File: src/radio_pkg.sv
`default_nettype none

package radio_pkg;

   // ------------------------------
   // board and channel counts
   // ------------------------------
   localparam int NUM_RADIOS         = 2;  // daughterboards
   localparam int CHANNELS_PER_RADIO = 2;
   localparam int NUM_CHANNELS       = NUM_RADIOS * CHANNELS_PER_RADIO;

   // ------------------------------
   // word widths
   // ------------------------------
   // adc and dac words carry i in the upper half, q in the lower half
   localparam int SAMPLE_W = 32;
   localparam int IQ_W     = 16;  // one component

   localparam int MISC_W   = 32;  // per-board misc in/out

   // front panel: the tag controller drives the low pins only
   localparam int FP_GPIO_W = 12;
   localparam int FP_PORT_W = 32;

   // ------------------------------
   // payload types
   // ------------------------------
   typedef logic [SAMPLE_W-1:0] sample_t;
   typedef logic [IQ_W-1:0]     iq_t;

endpackage : radio_pkg

`default_nettype wire

File: src/gpio_misc_retime.sv
`timescale 1ns/1ps
`default_nettype none

module gpio_misc_retime (
   input  wire                                                   radio_clk,
   input  wire                                                   i_rst_n,
   input  wire [radio_pkg::FP_GPIO_W-1:0]                        i_tag_gpio_out,
   input  wire [radio_pkg::FP_GPIO_W-1:0]                        i_tag_gpio_ddr,
   input  wire [radio_pkg::NUM_RADIOS-1:0][radio_pkg::MISC_W-1:0] i_misc_out,
   input  wire [radio_pkg::NUM_RADIOS-1:0][radio_pkg::MISC_W-1:0] i_radio_misc_in,
   output logic [radio_pkg::FP_PORT_W-1:0]                       o_fp_gpio_out,
   output logic [radio_pkg::FP_PORT_W-1:0]                       o_fp_gpio_ddr,
   output logic [radio_pkg::NUM_RADIOS-1:0][radio_pkg::MISC_W-1:0] o_radio_misc_out,
   output logic [radio_pkg::NUM_RADIOS-1:0][radio_pkg::MISC_W-1:0] o_misc_in
);

   import radio_pkg::*;

   logic [FP_GPIO_W-1:0] gpio_out_q;
   logic [FP_GPIO_W-1:0] gpio_ddr_q;  // 1 = pin driven

   // ------------------------------
   // front panel and misc rank
   // ------------------------------
   always_ff @(posedge radio_clk or negedge i_rst_n) begin
      if (!i_rst_n) begin
         gpio_out_q       <= '0;
         gpio_ddr_q       <= '0;
         o_radio_misc_out <= '0;
         o_misc_in        <= '0;
      end else begin
         gpio_out_q       <= i_tag_gpio_out;
         gpio_ddr_q       <= i_tag_gpio_ddr;
         o_radio_misc_out <= i_misc_out;       // toward the boards
         o_misc_in        <= i_radio_misc_in;  // from the boards
      end
   end

   // upper pins stay inputs driven low
   assign o_fp_gpio_out = {{(FP_PORT_W-FP_GPIO_W){1'b0}}, gpio_out_q};
   assign o_fp_gpio_ddr = {{(FP_PORT_W-FP_GPIO_W){1'b0}}, gpio_ddr_q};

   a_fp_upper_zero : assert property (
      @(posedge radio_clk) disable iff (!i_rst_n)
      (o_fp_gpio_out[FP_PORT_W-1:FP_GPIO_W] == '0) &&
      (o_fp_gpio_ddr[FP_PORT_W-1:FP_GPIO_W] == '0)
   ) else $error("front panel upper bits set");

endmodule : gpio_misc_retime

`default_nettype wire

File: src/radio_io_top.sv
`timescale 1ns/1ps
`default_nettype none

module radio_io_top (
   input  wire                                                   radio_clk,
   input  wire                                                   i_rst_n,
   // transmit
   input  wire                                                   i_tx_override,
   input  wire radio_pkg::iq_t                                   i_tag_i,
   input  wire radio_pkg::iq_t                                   i_tag_q,
   input  wire radio_pkg::sample_t [radio_pkg::NUM_CHANNELS-1:0] i_host_tx,
   input  wire [radio_pkg::NUM_CHANNELS-1:0]                     i_tx_stb,
   // receive
   input  wire radio_pkg::sample_t                               i_rx0,
   input  wire radio_pkg::sample_t                               i_rx1,
   input  wire [radio_pkg::NUM_CHANNELS-1:0]                     i_rx_running,
   // front panel and misc
   input  wire [radio_pkg::FP_GPIO_W-1:0]                        i_tag_gpio_out,
   input  wire [radio_pkg::FP_GPIO_W-1:0]                        i_tag_gpio_ddr,
   input  wire [radio_pkg::NUM_RADIOS-1:0][radio_pkg::MISC_W-1:0] i_misc_out,
   input  wire [radio_pkg::NUM_RADIOS-1:0][radio_pkg::MISC_W-1:0] i_radio_misc_in,
   // dac side
   output radio_pkg::sample_t                                    o_tx0,
   output radio_pkg::sample_t                                    o_tx1,
   // channel side
   output radio_pkg::sample_t [radio_pkg::NUM_CHANNELS-1:0]      o_rx_data,
   output logic [radio_pkg::NUM_CHANNELS-1:0]                    o_rx_stb,
   // pins
   output logic [radio_pkg::FP_PORT_W-1:0]                       o_fp_gpio_out,
   output logic [radio_pkg::FP_PORT_W-1:0]                       o_fp_gpio_ddr,
   output logic [radio_pkg::NUM_RADIOS-1:0][radio_pkg::MISC_W-1:0] o_radio_misc_out,
   output logic [radio_pkg::NUM_RADIOS-1:0][radio_pkg::MISC_W-1:0] o_misc_in
);

   // ------------------------------
   // transmit path
   // ------------------------------
   tx_sample_source u_tx (
      .radio_clk     (radio_clk),
      .i_rst_n       (i_rst_n),
      .i_tx_override (i_tx_override),
      .i_tag_i       (i_tag_i),
      .i_tag_q       (i_tag_q),
      .i_host_tx     (i_host_tx),
      .i_tx_stb      (i_tx_stb),
      .o_tx0         (o_tx0),
      .o_tx1         (o_tx1)
   );

   // ------------------------------
   // receive path
   // ------------------------------
   rx_sample_fanout u_rx (
      .radio_clk    (radio_clk),
      .i_rst_n      (i_rst_n),
      .i_rx0        (i_rx0),
      .i_rx1        (i_rx1),
      .i_rx_running (i_rx_running),
      .o_rx_data    (o_rx_data),
      .o_rx_stb     (o_rx_stb)
   );

   // front panel gpio from the tag controller, misc words both ways
   gpio_misc_retime u_io (
      .radio_clk        (radio_clk),
      .i_rst_n          (i_rst_n),
      .i_tag_gpio_out   (i_tag_gpio_out),
      .i_tag_gpio_ddr   (i_tag_gpio_ddr),
      .i_misc_out       (i_misc_out),
      .i_radio_misc_in  (i_radio_misc_in),
      .o_fp_gpio_out    (o_fp_gpio_out),
      .o_fp_gpio_ddr    (o_fp_gpio_ddr),
      .o_radio_misc_out (o_radio_misc_out),
      .o_misc_in        (o_misc_in)
   );

endmodule : radio_io_top

`default_nettype wire

File: src/rx_sample_fanout.sv
`timescale 1ns/1ps
`default_nettype none

module rx_sample_fanout (
   input  wire                                                   radio_clk,
   input  wire                                                   i_rst_n,
   input  wire radio_pkg::sample_t                               i_rx0,
   input  wire radio_pkg::sample_t                               i_rx1,
   input  wire [radio_pkg::NUM_CHANNELS-1:0]                     i_rx_running,
   output radio_pkg::sample_t [radio_pkg::NUM_CHANNELS-1:0]      o_rx_data,
   output logic [radio_pkg::NUM_CHANNELS-1:0]                    o_rx_stb
);

   import radio_pkg::*;

   sample_t adc_q [NUM_RADIOS];  // one registered adc word per board

   // ------------------------------
   // adc capture
   // ------------------------------
   always_ff @(posedge radio_clk or negedge i_rst_n) begin
      if (!i_rst_n) begin
         adc_q[0] <= '0;
         adc_q[1] <= '0;
         o_rx_stb <= '0;
      end else begin
         adc_q[0] <= i_rx0;
         adc_q[1] <= i_rx1;
         o_rx_stb <= i_rx_running;  // strobe only while the channel runs
      end
   end

   // both channels of a board see the same adc
   always_comb begin
      for (int ch = 0; ch < NUM_CHANNELS; ch++) begin
         o_rx_data[ch] = adc_q[ch / CHANNELS_PER_RADIO];
      end
   end

   // ------------------------------
   // checks
   // ------------------------------
   for (genvar r = 0; r < NUM_RADIOS; r++) begin : g_chk
      for (genvar c = 1; c < CHANNELS_PER_RADIO; c++) begin : g_pair
         a_board_equal : assert property (
            @(posedge radio_clk) disable iff (!i_rst_n)
            o_rx_data[r*CHANNELS_PER_RADIO + c] == o_rx_data[r*CHANNELS_PER_RADIO]
         ) else $error("board %0d channel %0d data differs", r, c);
      end
   end

endmodule : rx_sample_fanout

`default_nettype wire

File: src/tx_sample_source.sv
`timescale 1ns/1ps
`default_nettype none

module tx_sample_source (
   input  wire                                                   radio_clk,
   input  wire                                                   i_rst_n,
   input  wire                                                   i_tx_override,
   input  wire radio_pkg::iq_t                                   i_tag_i,
   input  wire radio_pkg::iq_t                                   i_tag_q,
   input  wire radio_pkg::sample_t [radio_pkg::NUM_CHANNELS-1:0] i_host_tx,
   input  wire [radio_pkg::NUM_CHANNELS-1:0]                     i_tx_stb,
   output radio_pkg::sample_t                                    o_tx0,
   output radio_pkg::sample_t                                    o_tx1
);

   import radio_pkg::*;

   sample_t tag_word;
   sample_t tx_sel   [NUM_CHANNELS];  // word offered to each hold register
   sample_t hold_q   [NUM_CHANNELS];
   sample_t dac_word [NUM_RADIOS];    // first channel of each board

   assign tag_word = {i_tag_i, i_tag_q};  // i high, q low

   // ------------------------------
   // per-channel select and hold
   // ------------------------------
   for (genvar ch = 0; ch < NUM_CHANNELS; ch++) begin : g_chan
      // tag controller takes over every channel when override is set
      assign tx_sel[ch] = i_tx_override ? tag_word : i_host_tx[ch];

      always_ff @(posedge radio_clk or negedge i_rst_n) begin
         if (!i_rst_n) begin
            hold_q[ch] <= '0;
         end else if (i_tx_stb[ch]) begin
            hold_q[ch] <= tx_sel[ch];  // held until the next strobe
         end
      end
   end

   // ------------------------------
   // dac mapping
   // ------------------------------
   // one dac per board, fed by the board's first channel.
   // the second channel of each board is kept but has no dac on this build
   for (genvar r = 0; r < NUM_RADIOS; r++) begin : g_dac
      assign dac_word[r] = hold_q[r*CHANNELS_PER_RADIO];

      // a dac word moves only in the cycle after its channel strobe
      a_dac_on_stb : assert property (
         @(posedge radio_clk) disable iff (!i_rst_n)
         (dac_word[r] != $past(dac_word[r])) |-> $past(i_tx_stb[r*CHANNELS_PER_RADIO])
      ) else $error("dac %0d changed without a strobe", r);
   end

   assign o_tx0 = dac_word[0];
   assign o_tx1 = dac_word[1];

endmodule : tx_sample_source

`default_nettype wire

File: config.mk
export PLATFORM = sky130hd
export DESIGN_NAME = radio_io_top
export DESIGN_NICKNAME = d
export VERILOG_FILES = /design/src/radio_pkg.sv /design/src/gpio_misc_retime.sv /design/src/radio_io_top.sv /design/src/rx_sample_fanout.sv /design/src/tx_sample_source.sv
export SDC_FILE = /design/constraint.sdc
export NUM_CORES = 1
export LEC_CHECK = 0
export BUFFER_PORTS_ARGS = -buffer_cell sky130_fd_sc_hd__clkbuf_2
export CAP_MARGIN = 30
export CORE_AREA = 2 2 297 299
export DETAILED_ROUTE_END_ITERATION = 7
export DIE_AREA = 0 0 299 301
export GPL_TIMING_DRIVEN = 1
export PLACE_DENSITY_LB_ADDON = 0.15
export SLEW_MARGIN = 30
export SYNTH_ARGS = -nofsm -noshare
export SYNTH_HDL_FRONTEND = slang
export SYNTH_SLANG_ARGS = --single-unit
File: constraint.sdc
create_clock -name radio_clk -period 0.8 [get_ports radio_clk]
set_input_delay 0.08 -clock radio_clk [delete_from_list [all_inputs] [get_ports radio_clk]]
set_output_delay 0.08 -clock radio_clk [all_outputs]
set_load 0.05 [all_outputs]
==> results.yml <==
die:
  dieArea_sq_um: 90000
  core_sq_um: 86500
  fp.dieH_microns: 301
  dieWidth_microns: 299
  initial_core_util: 0.107
  num_rows: 108
  io_pins: 775
final_layout:
  syn_to_final_growth_pct: 140
  final_area_sq_um: 22200
  insertedDiodeCount: 0
  drive_gt1_frac: 0.567
  final_cell_count_no_fill: 2781
  layout.cells.most_common: "dlygate4sd3_1"
  fin_nets: 1984
  utilization: 0.257
  mostFrequentLayoutCells: "317 x dlygate4sd3_1, 316 x clkbuf_2, 312 x buf_8"
synthesis:
  postSynthCellCount: 602
  syn_area_per_cell_sq_um: 15.4
  yosysTopAreaCell: "dfrtp_1"
  ys_seq_area_frac: 0.768
  post_synth_num_cell_types: 11
  ys_ff_latch: 284
  synth_warnings: 0
  synth_area_sq_um: 9260
  synth_top_area_frac: 0.768
  netlist_top_cells_area: "dfrtp_1 77%, buf_4 8.4%, mux2i_1 6.9%"
place:
  dp_cells: 2378
  place_worst_setup_slack_ns: -0.221
  globalplace.congestion: 0.759
  dpl_cell_area_sq_um: 14400
  port_buffers: 668
  dp_hpwl_microns: 32200
sta:
  fin_tns_setup_ns: -134.64
  worst_slack_ns: -0.484
  fmax_mhz: 779
  period_minus_slack_ns: 1.28
  setup_viol_count_final: 348
  rsz0062_at_grt: "yes"
  skew_ns: 0
  drv_slew: 0
  finalHoldViolCount: 0
  hold-worst-slack_ns: 0.0421
  finalCritPeriodShare: 1.60
detailed_routing:
  avgRoutedWirePerCell_microns: 16.2
  vias: 8278
  drc: 0
  antenna_left: 0
  drt_iter0_drc: 191
  viasPerCell: 2.98
  routed_wl_microns: 45000
  dr.pass1.iters: 4
power_and_ir_drop:
  power_mw: 45.0
  cellPowerDensity_nw_per_um2: 2020
  p_leak_nw: 10.2
  ir_drop_uv: 1500
setup_path:
  rr_worst_depth: 3
  endpoint_kind: "primary output"
  start_kind: "flop"
  crit_fanout: 2
  crit_family: "flip-flops"
  worst_ep_required_time_ns: 0.72
  cp.depth: 1
  path_class: "reg -> out"
  endpoint: "o_rx_data[76]"
  crit_start: "u_rx.o_rx_data[76]"
  path_cells: "buf_12"
  crit_buf_inv: 1
  rrSetupSlack_ns: 0.01
  crit_arrival_ns: 1.20
  r2r_end: "u_tx.o_tx0[8]"
  critPathMaxStageDelay_ns: 0.48
  cp_slowest_cell: "dfrtp_2"
  r2r_start: "u_tx.o_tx0[8]"
clocking:
  htreeDepth: 2
  clk_path_buf_depth: 3
  cts_tree: "done"
  clkTransAtPathRegs_ns: 0.05
  cts_root_buffer: "clkbuf_16"
  insertion_delay_ns: 0.54
  cts_inserted_buffers: 38
  cts.sinks: 284
grt:
  grt_max_degree: 51
  grt_use_met1: 0.0947
  use_met2: 0.164
  grt_pass1_wl_microns: 60900
  use_met3: 0.0392
  antenna_found_initial: 3
  grtUsageTotal: 0.0902
  top_usage_layer: "met2"
  grt_pass1_vias: 9499
  grt-ovfl-total: 0
run:
  maxCapViolations: 0
status:
  violations: "setup timing"
  status: "finished with violations"
worst_hold_path:
  hold_path.class: "in -> async"
-- synth_stat cells (all sizes together) --
library cell	number
dfrtp	284
buf	123
a21oi	64
mux2i	64
nor2	64
clkbuf	2
conb	1
-- how the worst min path moves through the flow --
stage                                     end  cells past startpoint
finish              u_io.o_radio_misc_out[24]                      2
global route        u_io.o_radio_misc_out[24]                      2
CTS                 u_io.o_radio_misc_out[24]                      2
detailed placement  u_io.o_radio_misc_out[24]                      1
global placement    u_io.o_radio_misc_out[24]                      1
floorplan                  u_io.gpio_ddr_q[0]                      0
-- per-layer routing --
metal,vias up,wire length [microns]
met2,378,23600
li1,3819,-
met4,2,989
met3,56,4330
met1,4023,16100
met5,-,13
-- report_power, final --
part | internal, mW | switching, mW
clock network | 10.4 | 6.63
logic | 5.21 | 6.46
registers | 15.4 | 0.937
-- repair_timing --
item / 4_1_cts / 5_1_grt
setup buffers: 1 / 8
cloned: 0 / 6
pin swaps: 0 / 1
endpoints found under the setup margin: 348 / 386
gates resized for setup: 627 / 336
hold endpoints to repair: 568 / 0
hold buffers: 319 / 0
-- cells by family (layout without fill, tap and decap cells) --
kind of cell / count (synthesis) / in the layout / share of synthesized area
buf+inv: 125 / 1110 / 0.102
compound gates: 64 / 64 / 0.0346
other cells: 1 / 40 / 0.000405
simple gates: 64 / 64 / 0.0259
flops: 284 / 284 / 0.768
mux: 64 / 64 / 0.0692
-- state kept, by name (all words and copies together) (netlist names) --
name and flops:
u_io.gpio_out_q 12, u_tx.o_tx0 32, u_rx.o_rx_stb 4, u_io.o_misc_in 64
u_io.o_radio_misc_out 64, u_rx.o_rx_data 64, u_io.gpio_ddr_q 12, u_tx.o_tx1 32
-- final cells by class --
| cell class | instances | area, sq um |
|---|---|---|
| fillers | 9019 | 64200 |
| repair buffers | 1041 | 10900 |
| flip-flops and latches | 284 | 7270 |
| well taps | 1155 | 1450 |
| multi-input cells | 232 | 1390 |
| clock buffers | 54 | 1080 |
| clock inverters | 15 | 156 |
Note: power is estimated with default switching activity, not from simulation.
